===== src/common/adc_pkg.sv =====
// Widths and structs shared by the whole readout; FIFO_DEPTH must be a power of two
`default_nettype none

package adc_pkg;

    localparam int NUM_CHANNELS  = 4;                      // ADC lanes
    localparam int DATA_WIDTH    = 12;                     // Bits per sample
    localparam int FIFO_DEPTH    = 16;                     // Entries per channel FIFO
    localparam int FCO_HIGH_BITS = 6;                      // Leading bits with fco high
    localparam int CH_ADDR_W     = $clog2(NUM_CHANNELS);   // Read port channel select
    localparam int FIFO_PTR_W    = $clog2(FIFO_DEPTH);     // FIFO pointer width
    localparam int DROP_CNT_W    = 16;                     // Dropped word counter

    // One converted sample
    typedef logic [DATA_WIDTH-1:0] sample_t;

    // All lanes side by side, index = channel
    typedef sample_t [NUM_CHANNELS-1:0] lane_words_t;

    // Framing result from the frame clock
    typedef struct packed {
        logic word_end;   // Last bit of a word in the shift registers
        logic locked;     // Two good frame edges in a row
    } frame_info_t;

    // Per FIFO flags
    typedef struct packed {
        logic not_empty;
        logic full;
    } fifo_status_t;

endpackage

`default_nettype wire


===== src/design/ad9228_read.sv =====
// Everything runs on dco; the ADC word is readable two edges after its last bit is sampled
`default_nettype none

module ad9228_read #(
    parameter logic DIN_INVERTED = 1'b0,   // Data pairs swapped on the board
    parameter logic FCO_INVERTED = 1'b0    // Frame pair swapped on the board
) (
    input  logic                             dco,
    input  logic                             fifo_rstn,
    input  logic                             read_en,
    input  logic [adc_pkg::NUM_CHANNELS-1:0] din,
    input  logic                             fco,
    input  logic [adc_pkg::CH_ADDR_W-1:0]    fifo_addr,
    input  logic [adc_pkg::NUM_CHANNELS-1:0] fifo_rd_en,
    output adc_pkg::sample_t                 fifo_dout,
    output logic                             fifo_not_empty,
    output logic                             fifo_full
);

    import adc_pkg::*;

    frame_info_t             frame;      // Framing from fco
    lane_words_t             words;      // Live shift register contents
    lane_words_t             wr_words;   // Captured words toward the FIFOs
    logic [NUM_CHANNELS-1:0] wr_en;
    logic [NUM_CHANNELS-1:0] full;       // Per channel, for drop decisions

    frame_tracker #(
        .FCO_INVERTED (FCO_INVERTED)
    ) u_frame_tracker (
        .dco       (dco),
        .fifo_rstn (fifo_rstn),
        .fco       (fco),
        .frame     (frame)
    );

    lane_deserializer #(
        .DIN_INVERTED (DIN_INVERTED)
    ) u_lane_deserializer (
        .dco       (dco),
        .fifo_rstn (fifo_rstn),
        .din       (din),
        .words     (words)
    );

    sample_assembler u_sample_assembler (
        .dco       (dco),
        .fifo_rstn (fifo_rstn),
        .read_en   (read_en),
        .frame     (frame),
        .words     (words),
        .full      (full),
        .wr_words  (wr_words),
        .wr_en     (wr_en)
    );

    channel_buffers u_channel_buffers (
        .dco            (dco),
        .fifo_rstn      (fifo_rstn),
        .wr_words       (wr_words),
        .wr_en          (wr_en),
        .fifo_rd_en     (fifo_rd_en),
        .fifo_addr      (fifo_addr),
        .full           (full),
        .fifo_dout      (fifo_dout),
        .fifo_not_empty (fifo_not_empty),
        .fifo_full      (fifo_full)
    );

endmodule

`default_nettype wire


===== src/design/channel_buffers.sv =====
// Read side is combinational from fifo_addr; outputs read zero while fifo_rstn is low
`default_nettype none

module channel_buffers (
    input  logic                             dco,
    input  logic                             fifo_rstn,
    input  adc_pkg::lane_words_t             wr_words,
    input  logic [adc_pkg::NUM_CHANNELS-1:0] wr_en,
    input  logic [adc_pkg::NUM_CHANNELS-1:0] fifo_rd_en,
    input  logic [adc_pkg::CH_ADDR_W-1:0]    fifo_addr,
    output logic [adc_pkg::NUM_CHANNELS-1:0] full,
    output adc_pkg::sample_t                 fifo_dout,
    output logic                             fifo_not_empty,
    output logic                             fifo_full
);

    import adc_pkg::*;

    lane_words_t                        head;   // Head of each channel FIFO
    fifo_status_t [NUM_CHANNELS-1:0]    stat;   // Flags of each channel FIFO

    for (genvar ch = 0; ch < NUM_CHANNELS; ch++) begin : g_chan
        sample_fifo u_fifo (
            .dco       (dco),
            .fifo_rstn (fifo_rstn),
            .wr_en     (wr_en[ch]),
            .wr_data   (wr_words[ch]),
            .rd_en     (fifo_rd_en[ch]),     // Each channel pops on its own
            .rd_data   (head[ch]),
            .status    (stat[ch])
        );

        assign full[ch] = stat[ch].full;    // Back to the assembler
    end

    // Addressed channel to the read port
    always_comb begin
        if (!fifo_rstn) begin
            fifo_dout      = '0;
            fifo_not_empty = 1'b0;
            fifo_full      = 1'b0;
        end else begin
            fifo_dout      = head[fifo_addr];
            fifo_not_empty = stat[fifo_addr].not_empty;
            fifo_full      = stat[fifo_addr].full;
        end
    end

endmodule

`default_nettype wire


===== src/design/frame/frame_tracker.sv =====
// Frames are exactly DATA_WIDTH bits; the first two frames after reset or a bad edge are lost
`default_nettype none

module frame_tracker #(
    parameter logic FCO_INVERTED = 1'b0
) (
    input  logic                 dco,
    input  logic                 fifo_rstn,
    input  logic                 fco,
    output adc_pkg::frame_info_t frame
);

    import adc_pkg::*;

    // One value above DATA_WIDTH-1 so the counter can park when fco stops
    localparam int CNT_W = $clog2(DATA_WIDTH + 1);

    logic             fco_in;      // Pad value after polarity fix
    logic             fco_q;       // Input register, same stage as the lane shifters
    logic             fco_rise;    // Incoming bit starts a new word
    logic             at_last;     // Counter sits on the last bit
    logic             good_edge;
    logic [CNT_W-1:0] bit_cnt_q;   // Index of the bit held in fco_q
    logic             framed_q;    // Some edge seen since reset
    logic             good_q;      // One good edge already seen
    logic             locked_q;

    assign fco_in    = fco ^ FCO_INVERTED;
    assign fco_rise  = fco_in & ~fco_q;             // Low to high across the input register
    assign at_last   = (bit_cnt_q == CNT_W'(DATA_WIDTH - 1));
    assign good_edge = fco_rise & framed_q & at_last; // First edge after reset never counts

    always_ff @(posedge dco) begin
        if (!fifo_rstn) begin
            fco_q     <= 1'b0;
            bit_cnt_q <= '0;
            framed_q  <= 1'b0;
            good_q    <= 1'b0;
            locked_q  <= 1'b0;
        end else begin
            fco_q <= fco_in;
            if (fco_rise) begin
                bit_cnt_q <= '0;                    // Bit 0 of a new word
                framed_q  <= 1'b1;
                if (good_edge) begin
                    good_q   <= 1'b1;
                    locked_q <= locked_q | good_q;  // Second good edge in a row locks
                end else begin
                    good_q   <= 1'b0;               // Misplaced edge, start over
                    locked_q <= 1'b0;
                end
            end else if (bit_cnt_q != '1) begin
                bit_cnt_q <= bit_cnt_q + 1'b1;      // Saturates at all ones
            end
        end
    end

    // Shift registers hold the full word while the counter reads DATA_WIDTH-1
    assign frame.word_end = at_last;
    assign frame.locked   = locked_q;

endmodule

`default_nettype wire


===== src/design/lane/lane_deserializer.sv =====
// Single data rate only, one bit per lane per dco rising edge, MSB first
`default_nettype none

module lane_deserializer #(
    parameter logic DIN_INVERTED = 1'b0
) (
    input  logic                             dco,
    input  logic                             fifo_rstn,
    input  logic [adc_pkg::NUM_CHANNELS-1:0] din,
    output adc_pkg::lane_words_t             words
);

    import adc_pkg::*;

    logic [NUM_CHANNELS-1:0] din_in;    // Lane bits after polarity fix
    lane_words_t             shift_q;   // LSB is the input register of each lane

    // Swapped LVDS pairs on the board flip every lane
    assign din_in = din ^ {NUM_CHANNELS{DIN_INVERTED}};

    always_ff @(posedge dco) begin
        if (!fifo_rstn) begin
            shift_q <= '0;                  // Known contents before the first frame
        end else begin
            for (int ch = 0; ch < NUM_CHANNELS; ch++) begin
                // Older bits move up, so the first bit ends in the MSB
                shift_q[ch] <= {shift_q[ch][DATA_WIDTH-2:0], din_in[ch]};
            end
        end
    end

    // Complete word in every lane when word_end is high
    assign words = shift_q;

endmodule

`default_nettype wire


===== src/design/sample_assembler.sv =====
// Writes all channels on the same word; a full channel loses that word, the others keep it
`default_nettype none

module sample_assembler (
    input  logic                             dco,
    input  logic                             fifo_rstn,
    input  logic                             read_en,
    input  adc_pkg::frame_info_t             frame,
    input  adc_pkg::lane_words_t             words,
    input  logic [adc_pkg::NUM_CHANNELS-1:0] full,
    output adc_pkg::lane_words_t             wr_words,
    output logic [adc_pkg::NUM_CHANNELS-1:0] wr_en
);

    import adc_pkg::*;

    logic                              accept;      // Locked word that software wants
    logic [$clog2(NUM_CHANNELS+1)-1:0] drop_now;    // Channels losing this word
    lane_words_t                       wr_words_q;
    logic [NUM_CHANNELS-1:0]           wr_en_q;
    logic [DROP_CNT_W-1:0]             drop_cnt_q;  // Total dropped words, wraps

    assign accept = frame.word_end & frame.locked & read_en;

    always_comb begin
        drop_now = '0;
        for (int ch = 0; ch < NUM_CHANNELS; ch++) begin
            drop_now = drop_now + (accept & full[ch]);
        end
    end

    // Payload only needs to be valid alongside wr_en
    always_ff @(posedge dco) begin
        if (accept) begin
            wr_words_q <= words;
        end
    end

    always_ff @(posedge dco) begin
        if (!fifo_rstn) begin
            wr_en_q    <= '0;
            drop_cnt_q <= '0;
        end else begin
            wr_en_q    <= accept ? ~full : '0;   // One cycle strobe per accepted word
            drop_cnt_q <= drop_cnt_q + DROP_CNT_W'(drop_now);
        end
    end

    assign wr_words = wr_words_q;
    assign wr_en    = wr_en_q;

endmodule

`default_nettype wire


===== src/design/sample_fifo.sv =====
// Caller must never write while full; the head reads zero while the FIFO is empty
`default_nettype none

module sample_fifo (
    input  logic                  dco,
    input  logic                  fifo_rstn,
    input  logic                  wr_en,
    input  adc_pkg::sample_t      wr_data,
    input  logic                  rd_en,
    output adc_pkg::sample_t      rd_data,
    output adc_pkg::fifo_status_t status
);

    import adc_pkg::*;

    sample_t               mem [FIFO_DEPTH];   // Sample storage
    logic [FIFO_PTR_W-1:0] wr_ptr_q;           // Next free slot
    logic [FIFO_PTR_W-1:0] rd_ptr_q;           // Current head
    logic [FIFO_PTR_W:0]   count_q;            // Occupancy, 0 to FIFO_DEPTH
    logic                  empty;
    logic                  do_rd;              // Pop that really happens

    assign empty = (count_q == '0);
    assign do_rd = rd_en & ~empty;             // Pop on empty is ignored

    always_ff @(posedge dco) begin
        if (wr_en) begin
            mem[wr_ptr_q] <= wr_data;
        end
    end

    always_ff @(posedge dco) begin
        if (!fifo_rstn) begin
            wr_ptr_q <= '0;
            rd_ptr_q <= '0;
            count_q  <= '0;
        end else begin
            if (wr_en) begin
                wr_ptr_q <= wr_ptr_q + 1'b1;   // Wraps at the power of two depth
            end
            if (do_rd) begin
                rd_ptr_q <= rd_ptr_q + 1'b1;
            end
            case ({wr_en, do_rd})
                2'b10:   count_q <= count_q + 1'b1;
                2'b01:   count_q <= count_q - 1'b1;
                default: count_q <= count_q;   // Both or neither
            endcase
        end
    end

    // First word falls through, the head is valid as soon as it is written
    assign rd_data = empty ? '0 : mem[rd_ptr_q];

    assign status.not_empty = ~empty;
    assign status.full      = (count_q == (FIFO_PTR_W + 1)'(FIFO_DEPTH));

endmodule

`default_nettype wire


===== config.mk =====
export PLATFORM = sky130hd
export DESIGN_NAME = ad9228_read
export DESIGN_NICKNAME = d
export VERILOG_FILES = /design/src/common/adc_pkg.sv /design/src/design/ad9228_read.sv /design/src/design/channel_buffers.sv /design/src/design/frame/frame_tracker.sv /design/src/design/lane/lane_deserializer.sv /design/src/design/sample_assembler.sv /design/src/design/sample_fifo.sv
export SDC_FILE = /design/constraint.sdc
export NUM_CORES = 1
export LEC_CHECK = 0
export ABC_CLOCK_PERIOD_IN_PS = 5100
export CORE_ASPECT_RATIO = 1.25
export CORE_MARGIN = 2
export CORE_UTILIZATION = 35
export DETAILED_ROUTE_END_ITERATION = 7
export DONT_BUFFER_PORTS = 1
export PLACE_DENSITY = 0.51
export SLEW_MARGIN = 20
export SYNTH_ARGS = -nofsm -noshare
export SYNTH_HDL_FRONTEND = slang
export SYNTH_SLANG_ARGS = --single-unit

===== constraint.sdc =====
create_clock -name dco -period 5.1 [get_ports dco]
set_input_delay 0.255 -clock dco [delete_from_list [all_inputs] [get_ports dco]]
set_output_delay 0.255 -clock dco [all_outputs]
set_load 0.05 [all_outputs]

Yosys cells after proc, flatten, opt, wreduce, memory -nomap -nowiden
Memory sizes are Yosys's and may differ from the RTL's. A register that Yosys moved wholly into a read port is not among the register bits. Index checks and enable logic that the tools add are counted.

Register bits: 160. RAM bits: 768. Bits of input ports: 14. Output and inout port bits: 14. Logic and storage cells: 122. Memories: 4.

Memory list: u_channel_buffers.g_chan[0].u_fifo.mem (depth 16, bits a word 12, read ports 1, clocked after memory_dff 1, write ports 1, line sample_fifo.sv:16) `sample_t mem [FIFO_DEPTH];`; u_channel_buffers.g_chan[1].u_fifo.mem (depth 16, bits a word 12, read ports 1, clocked after memory_dff 1, write ports 1, line sample_fifo.sv:16); u_channel_buffers.g_chan[2].u_fifo.mem (depth 16, bits a word 12, read ports 1, clocked after memory_dff 1, write ports 1, line sample_fifo.sv:16); u_channel_buffers.g_chan[3].u_fifo.mem (depth 16, bits a word 12, read ports 1, clocked after memory_dff 1, write ports 1, line sample_fifo.sv:16).

Add/subtract/negate cells: 17. Magnitude comparators: 1. Equality and inequality tests: 14. Multiplexer cells: 33. Bitwise gates (word level): 17. Reductions and logical operators: 10.

Operator list (number): $mux 12 (6); $pmux 5 s2 (4); $add 4x1->4 const B (9); $mux 4 (8); $bmux 12 s2 (1); $add 5x1->5 const B (4); $eq 5x5->1 const B (4); $logic_not 5->1 (4); $sub 5x1->5 const B (4); $mux 1 (12); $and 1x1->1 (9); $eq 2x1->1 const B (4); $eq 2x2->1 const B (4); $reduce_bool 2->1 (4); $not 1->1 (6); $bmux 2 s2 (1); $eq 4x4->1 const B (1); $ne 4x4->1 const B (1); $not 4->4 (1); $lt 2x3->1 const B (1); $mux 2 (1); $reduce_and 2->1 (1); $reduce_or 2->1 (1); $or 1x1->1 (1).

Logic depth before layout (Yosys ltp)
Gate-level depths: netlist (run 1).

Word-level depth: 5. Depth in mapped cells: 12. Mapped depth without buffers: 10.

Modules after synthesis
From an unflattened synthesis (run 1), not the netlist that was laid out.

Cells, all modules: 1940. Area total of the unflattened synthesis: 37091.8 um2.

Modules (own cells, without submodules): sample_fifo at u_channel_buffers.g_chan[0].u_fifo ... (times used 3, cells an instance 424, area each 8360.5 um2, seq. area each 6105.9 um2); sample_fifo at u_channel_buffers.g_chan[3].u_fifo (times used 1, cells an instance 423, area each 8343.0 um2, seq. area each 6105.9 um2); sample_assembler (times used 1, cells an instance 58, area each 1556.5 um2, seq. area each 1521.5 um2); lane_deserializer (times used 1, cells an instance 101, area each 1331.3 um2, seq. area each 960.9 um2); channel_buffers (times used 1, cells an instance 49, area each 432.9 um2, seq. area each 0.0 um2); frame_tracker (times used 1, cells an instance 37, area each 346.6 um2, seq. area each 160.2 um2).

Worst setup path before layout (run 1)
OpenSTA, ideal clock, no wires.

Path type: flip-flop to flip-flop. From: register u_channel_buffers.g_chan[1].u_fifo.count_q[1]. To: register u_channel_buffers.g_chan[1].u_fifo.count_q[4]. Setup time: 70 ps. Arrival time: 2778 ps. Data required time: 5030 ps. Path slack: 2252 ps. Cell stages (with the launch flop): 13. Buffers on the path: 2. Clock period less this slack: 2848 ps. Cells stage by stage: dfxtp_1 > buf_2 > or4_1 > o21a_1 > ha_1 > clkbuf_1 > xor2_1 > ha_1 > a21oi_1 > a311o_1 > a31oi_1 > or3_1 > a21oi_1.

Longest elaborated chain between the ends: 5. Elaborated cells on any way between the ends: 9. Those cells by class: 2 x add/sub; 2 x eq/ne; 1 x mux; 2 x bitwise; 2 x reduce/logical.

RTL lines: start: declaration (line sample_fifo.sv:19) `logic [FIFO_PTR_W:0] count_q;`; start signal: assignment (line sample_fifo.sv:45) `2'b10: count_q <= count_q + 1'b1;`; start signal: assignment (line sample_fifo.sv:46) `2'b01: count_q <= count_q - 1'b1;`; start signal: assignment (line sample_fifo.sv:47) `default: count_q <= count_q;`; branches (longest 5 deep; another with $sub 5x1->5).

Several ways; the timed one is not identified. A chain may end at the register's enable or synchronous reset.

==> results of run 1 <==
==> through the flow <==
stage | hold slack, ns | worst slack [ns]
floorplan | 0.3823 | 2.252
global placement | 0.3863 | 1.729
detailed placement | 0.3840 | 1.718
CTS | 0.02540 | 1.023
global route | 0.08671 | 0.8922
finish | 0.06182 | 1.081
==> worst max-delay path: stages, from the launching register on <==
cell	delay, ns
dfxtp_4	0.99
mux4_2	0.61
mux2i_1	0.71
o221ai_1	0.29
o32a_1	0.47
==> layer usage <==
layer / track usage / wire length [microns]
met4: 0.06566 / 3034
met5: 0 / 18
met2: 0.2576 / 40560
met3: 0.03825 / 5054
met1: 0.1947 / 34250
==> Yosys cell counts (5+ instances only) <==
cell / number / area, sq um
nand3_1: 7 / 35.03
dfxtp_1: 128 / 2562
xnor2_1: 14 / 122.6
nor2_1: 67 / 251.5
nor3_1: 10 / 50.05
buf_1: 10 / 37.54
nor3b_1: 5 / 37.54
a21boi_0: 12 / 90.09
nand2b_1: 6 / 37.54
edfxtp_1: 816 / 24500
a22oi_1: 24 / 180.2
nor2b_1: 32 / 200.2
xor2_1: 27 / 236.5
a211oi_1: 47 / 352.8
a21oi_1: 25 / 125.1
mux4_2: 168 / 3784
nand4_1: 11 / 68.82
o32a_1: 11 / 110.1
mux4_1: 15 / 394.1
ha_1: 34 / 425.4
o221ai_1: 10 / 87.58
or3_1: 10 / 62.56
mux2i_1: 69 / 690.7
a31oi_1: 7 / 43.79
clkbuf_1: 52 / 195.2
and2_1: 114 / 713.2
mux2_2: 9 / 101.4
inv_1: 21 / 78.83
o21ai_0: 12 / 60.06
buf_2: 29 / 145.1
nand2_1: 30 / 112.6
and3_1: 6 / 37.54
==> worst paths after layout <==
| kind | from | slack, ns | endpoint | depth (start not counted) |
|---|---|---|---|---|
| setup / recovery | register | 1.08 | fifo_dout[9] | 4 |
| hold / removal | fifo_rd_en[1] | 0.06 | register | 3 |
| setup reg to reg | u_channel_buffers.g_chan[3].u_fifo.count_q[2]$_SDFFE_PN0P_ | 1.93 | u_channel_buffers.g_chan[3].u_fifo.count_q[4]$_SDFFE_PN0P_ | 10 |
| hold reg to reg | u_lane_deserializer.words[11]$_SDFF_PN0_ | 0.41 | u_sample_assembler.wr_words[11]$_DFFE_PP_ | 0 |
==> final cells by class <==
type / count / area, sq um / share of cell area
Clock inverter: 43 / 429.2 / 0.01050
Multi-Input combinational cell: 830 / 8827 / 0.2159
Inverter: 22 / 82.58 / 0.002019
Clock buffer: 122 / 2514 / 0.06147
Timing Repair Buffer: 30 / 275.3 / 0.006732
Tap cell: 1340 / 1677 / 0.04100
Sequential cell: 944 / 27090 / 0.6624
==> cells by family (layout without fill, tap and decap cells) <==
kind of cell    Yosys count  after routing  share of synthesized area
xor+xnor                 41             41                   0.009857
flops                   944            944                     0.7429
buf+inv                 121            217                    0.01518
mux                     261            261                     0.1364
fa+ha+maj                34             34                    0.01168
simple gates            311            311                    0.04722
compound gates          183            183                    0.03675
==> power by group through the flow <==
stage / sequential [mW] / combinational [mW] / clock, mW
finish: 8.27 / 0.0701 / 6.63
global route: 8.27 / 0.0747 / 7.06
CTS: 8.27 / 0.0702 / 6.79
detailed placement: 8.44 / 0.0556 / 0
global placement: 8.44 / 0.0543 / 0
floorplan: 8.44 / 0.0463 / 0
==> state kept, by name (all words and copies together), names as in the netlist, named ones only <==
name	cells
u_channel_buffers.g_chan.u_fifo.count_q	20
u_channel_buffers.g_chan.u_fifo.mem	768
u_channel_buffers.g_chan.u_fifo.rd_ptr_q	16
u_channel_buffers.g_chan.u_fifo.wr_ptr_q	16
u_frame_tracker.bit_cnt_q	4
u_frame_tracker.fco_q	1
u_frame_tracker.framed_q	1
u_frame_tracker.good_q	1
u_frame_tracker.locked_q	1
u_lane_deserializer.words	48
u_sample_assembler.wr_en	4
u_sample_assembler.wr_words	48
==> results_dict.tcl, run 1 <==
set metrics [dict create \
    antenna_found_initial 4 \
    max-vdd-ir-drop_mv 0.3076 \
    final_util 0.3955 \
    drive_above_1_share 0.1818 \
    min_period_ns 4.019 \
    final_nets 1964 \
    layout_commonest_cell "edfxtp_1" \
    status "complete, no violations" \
    dp_cells 3158 \
    postCtsResizedCells 0 \
    postPlaceCellArea_sq_um 37850 \
    hp-class "in2reg" \
    dieArea_sq_um 106700 \
    cts_hold_buf 8 \
    drtIter0Drc 1292 \
    fp.dieW_microns 292.6 \
    portBuffers 0 \
    p_seq_frac 0.552 \
    power_mw 14.98 \
    ant_nets 0 \
    cts_buffer_depth 3 \
    required_ns 4.85 \
    setup_violations 0 \
    cap_violations 0 \
    max_slew.worst_pin.slew_ns 1.204 \
    grt_setup_unrepaired "false" \
    area_growth_pct 12.24 \
    criticalPathCategory "reg2out" \
    final_cell_count_no_fill 3331 \
    p_int_mw 12.07 \
    layout_common_cells "edfxtp_1, mux4_2, dfxtp_1, and2_1, clkbuf_16" \
    fp.coreArea_sq_um 103400 \
    viasPerCell 5.181 \
    place.gp.congestion 0.7388 \
    grtUsageTotal 0.1554 \
    grt_pass1_vias 17950 \
    synthArstFlopShare 0 \
    first_pass_iters 7 \
    cts-htree-levels 3 \
    maxSlewViolCount 0 \
    grt_max_degree 62 \
    max_freq_mhz 248.8 \
    initial_core_util 0.3524 \
    cp.arrival_ns 3.76 \
    synth-edff-count 816 \
    cts_tree "done" \
    cp-start-kind "register" \
    clockPowerShare 0.443 \
    relSlewSlack 0.2020 \
    grt_overflow 0 \
    fin_tns_setup_ns 0 \
    synth_seq_cells 944 \
    ys.flop_type "edfxtp_1" \
    fillers 9333 \
    fin_area_sq_um 40890 \
    drcViolationCount 0 \
    path_clk_slew_ns 0.06 \
    clkLatencyLatePin_ns 0.66 \
    syn_avg_cell_area_sq_um 19.23 \
    rows 132 \
    cts_root_buf "clkbuf_16" \
    leakagePower_nw 13.52 \
    synthDistinctLibCells 62 \
    finalCritPeriodShare 0.7879 \
    cts_setup_buffers 0 \
    routedWlPerCell_microns 24.89 \
    cts_buffers 88 \
    powerDensity_nw_per_um2 366.2 \
    synthesis.nets 1943 \
    n_antenna_cell 0 \
    vias 17260 \
    dpl.hpwl_mm 50.44 \
    die_y_microns 364.7 \
    cts_sinks 944 \
    grt_pass1_wl_mm 120.5 \
    yosysSeqAreaShare 0.7429 \
    synthesis.instances 1895 \
    yosysWarnings 0 \
    ios 28 \
    critPathMaxFanout 47 \
    setup.worst_path.end_class "output port" \
    finalHoldViolations 0 \
    switchingPower_mw 2.909 \
    netlist_area_sq_um 36430 \
    power_frac_comb 0.005 \
    wirelength_mm 82.92 \
    p_sw_frac 0.1943 \
    finClkSkew_ns 0.01936 \
]
(Power assumes the default switching activity.)
==> inputs of run 2 (changes only) <==
- ABC_CLOCK_PERIOD_IN_PS: 5100 -> 3700
- clock period: 5.1 -> 3.7 ns (I/O delays scaled with it)
==> results_dict.tcl, run 2 (synthesis gave the netlist of run 1 again) <==
set metrics [dict create \
    status "complete, no violations" \
    cap_violations 0 \
    power_mw 20.50 \
    fin_tns_setup_ns 0 \
    cp-start-kind "register" \
    max_stage_delay_ns 0.49 \
    dpl.hpwl_mm 50.43 \
    top_register "u_channel_buffers.g_chan.u_fifo.mem" \
    routedWlPerCell_microns 24.22 \
    ios 28 \
    clockPowerShare 0.438 \
    p_sw_frac 0.1896 \
    drcViolationCount 0 \
    viasPerCell 5.152 \
    p_int_mw 16.61 \
    fillers 9307 \
    grt_pass1_vias 18360 \
    finalCritPeriodShare 0.9520 \
    rr_worst_depth 10 \
    crit_cells 7 \
    criticalPathCategory "reg2out" \
    setup.worst_path.end_class "output port" \
    switchingPower_mw 3.886 \
    finClkSkew_ns 0.01296 \
    grt_pass1_wl_mm 121.8 \
    max-vdd-ir-drop_mv 0.5383 \
    path_clk_slew_ns 0.06 \
    path_cells "nor4_2 -> a21oi_1 -> buf_4 -> nand2_1 -> o221ai_1 -> o32a_1 -> buf_4" \
    cpMaxStageDelayCell "nor4_2" \
    power_frac_comb 0.006 \
    leakagePower_nw 13.73 \
    whs_path_depth 1 \
    critPathMaxFanout 10 \
    layout_commonest_cell "edfxtp_1" \
    wirelength_mm 81.84 \
    ant_nets 0 \
    cts-htree-levels 3 \
    crit_family "compound AO/OA/AOI/OAI gates" \
    cts_sinks 944 \
    cts_setup_buffers 0 \
    fin_area_sq_um 41250 \
    powerDensity_nw_per_um2 496.9 \
    die_y_microns 364.7 \
    portBuffers 0 \
    max_freq_mhz 283.9 \
    antenna_found_initial 4 \
    drtIter0Drc 1125 \
    largest_register_ffs 768 \
    required_ns 3.51 \
    fp.coreArea_sq_um 103400 \
    cts_buffer_depth 3 \
    clkLatencyLatePin_ns 0.64 \
    grt_setup_unrepaired "false" \
    fp.dieW_microns 292.6 \
    final_nets 2012 \
    finalHoldViolations 0 \
    cp.arrival_ns 3.34 \
    place.gp.congestion 0.7569 \
    grt_overflow 0 \
    grt_max_degree 62 \
    vias 17410 \
    cp.buffers_inverters 2 \
    max_slew.worst_pin.slew_ns 1.067 \
    p_seq_frac 0.556 \
    holdWs_ns 0.08537 \
    area_growth_pct 13.24 \
    cts_tree "done" \
    postPlaceCellArea_sq_um 38230 \
    drive_above_1_share 0.1904 \
    hp-class "in2reg" \
    initial_core_util 0.3524 \
    grtUsageTotal 0.1547 \
    dieArea_sq_um 106700 \
    cts_buffers 87 \
    rows 132 \
    min_period_ns 3.523 \
    cts_root_buf "clkbuf_16" \
    relSlewSlack 0.2888 \
    crit_top_cell "buf_4" \
    first_pass_iters 5 \
    maxSlewViolCount 0 \
    layout_common_cells "edfxtp_1, mux4_2, dfxtp_1, and2_1, clkbuf_16" \
    setup_violations 0 \
]
==> run 2: changes by cell type in the layout (fill, tap and decap cells not counted), moves of 3 or more <==
cell | previous run | this run
clkinv_2 | 23 | 8
buf_4 | 21 | 62
clkbuf_1 | 19 | 25
clkinv_1 | 4 | 15
buf_12 | 1 | 4
dlygate4sd3_1 | 7 | 11
clkinvlp_4 | 5 | 1
==> run 2: timing repair <==
item	in CTS	in global routing
hold endpoints to repair	69	0
hold buffers	12	0
endpoints found under the setup margin	0	5
gates resized for setup	0	3
==> run 2: final cells by class <==
cell class / instances / area, sq um / share of cell area
antenna: 1 / 2.502 / 0.00006066
clock buffer: 131 / 2589 / 0.06275
clock inverter: 32 / 280.3 / 0.006794
inverter: 22 / 82.58 / 0.002002
multi-input combinational: 830 / 8841 / 0.2143
sequential: 944 / 27090 / 0.6566
tap: 1340 / 1677 / 0.04064
timing repair buffer: 79 / 694.4 / 0.01683
==> run 2: worst paths after layout <==
path / startpoint / slack [ns] / to
setup / recovery: u_channel_buffers.g_chan[3].u_fifo.count_q[0]$_SDFFE_PN0P_ / 0.18 / fifo_dout[1]
hold / removal: read_en / 0.09 / u_sample_assembler.wr_words[6]$_DFFE_PP_
setup reg to reg: u_channel_buffers.g_chan[3].u_fifo.count_q[0]$_SDFFE_PN0P_ / 0.65 / u_channel_buffers.g_chan[3].u_fifo.count_q[4]$_SDFFE_PN0P_
hold reg to reg: u_lane_deserializer.words[35]$_SDFF_PN0_ / 0.40 / u_sample_assembler.wr_words[35]$_DFFE_PP_
==> run 2: power by group through the flow <==
stage	Combinational (mW)	Sequential [mW]	Clock, mW
final	0.121	11.4	8.98
after global placement	0.0961	11.6	0
after detailed placement	0.0962	11.6	0
after floorplan	0.0639	11.6	0
after CTS	0.122	11.4	9.18
after global routing	0.129	11.4	9.60
==> run 2: worst register-to-register path, cell delays in order, from the launching register on <==
cell	delay [ns]
dfxtp_1	0.36
nor4_2	0.49
a21boi_1	0.30
ha_1	0.36
xor2_1	0.18
ha_1	0.19
a21oi_1	0.24
o22ai_1	0.13
a222oi_1	0.43
or3_1	0.16
a21oi_1	0.06
==> run 2: through the flow <==
step | cells | util | setup slack (ns)
global route | 3378 | 0.3990 | 0.003970
CTS | 3378 | 0.3988 | 0.001910
floorplan | 1895 | - | 0.8517
detailed placement | 3203 | 0.3697 | 0.6834
global placement | 3202 | 0.3695 | 0.7455
finish | 3379 | 0.3990 | 0.1775
==> run 2: routing by layer <==
layer	part of all wire	GRT usage	wire length, microns	vias to the layer above
met2	0.52	0.2741	42350	353
met1	0.42	0.1927	34090	9193
met5	0.00034	0	28	-
met4	0.029	0.05259	2343	6
met3	0.037	0.02463	3024	120
li1	-	-	-	7737
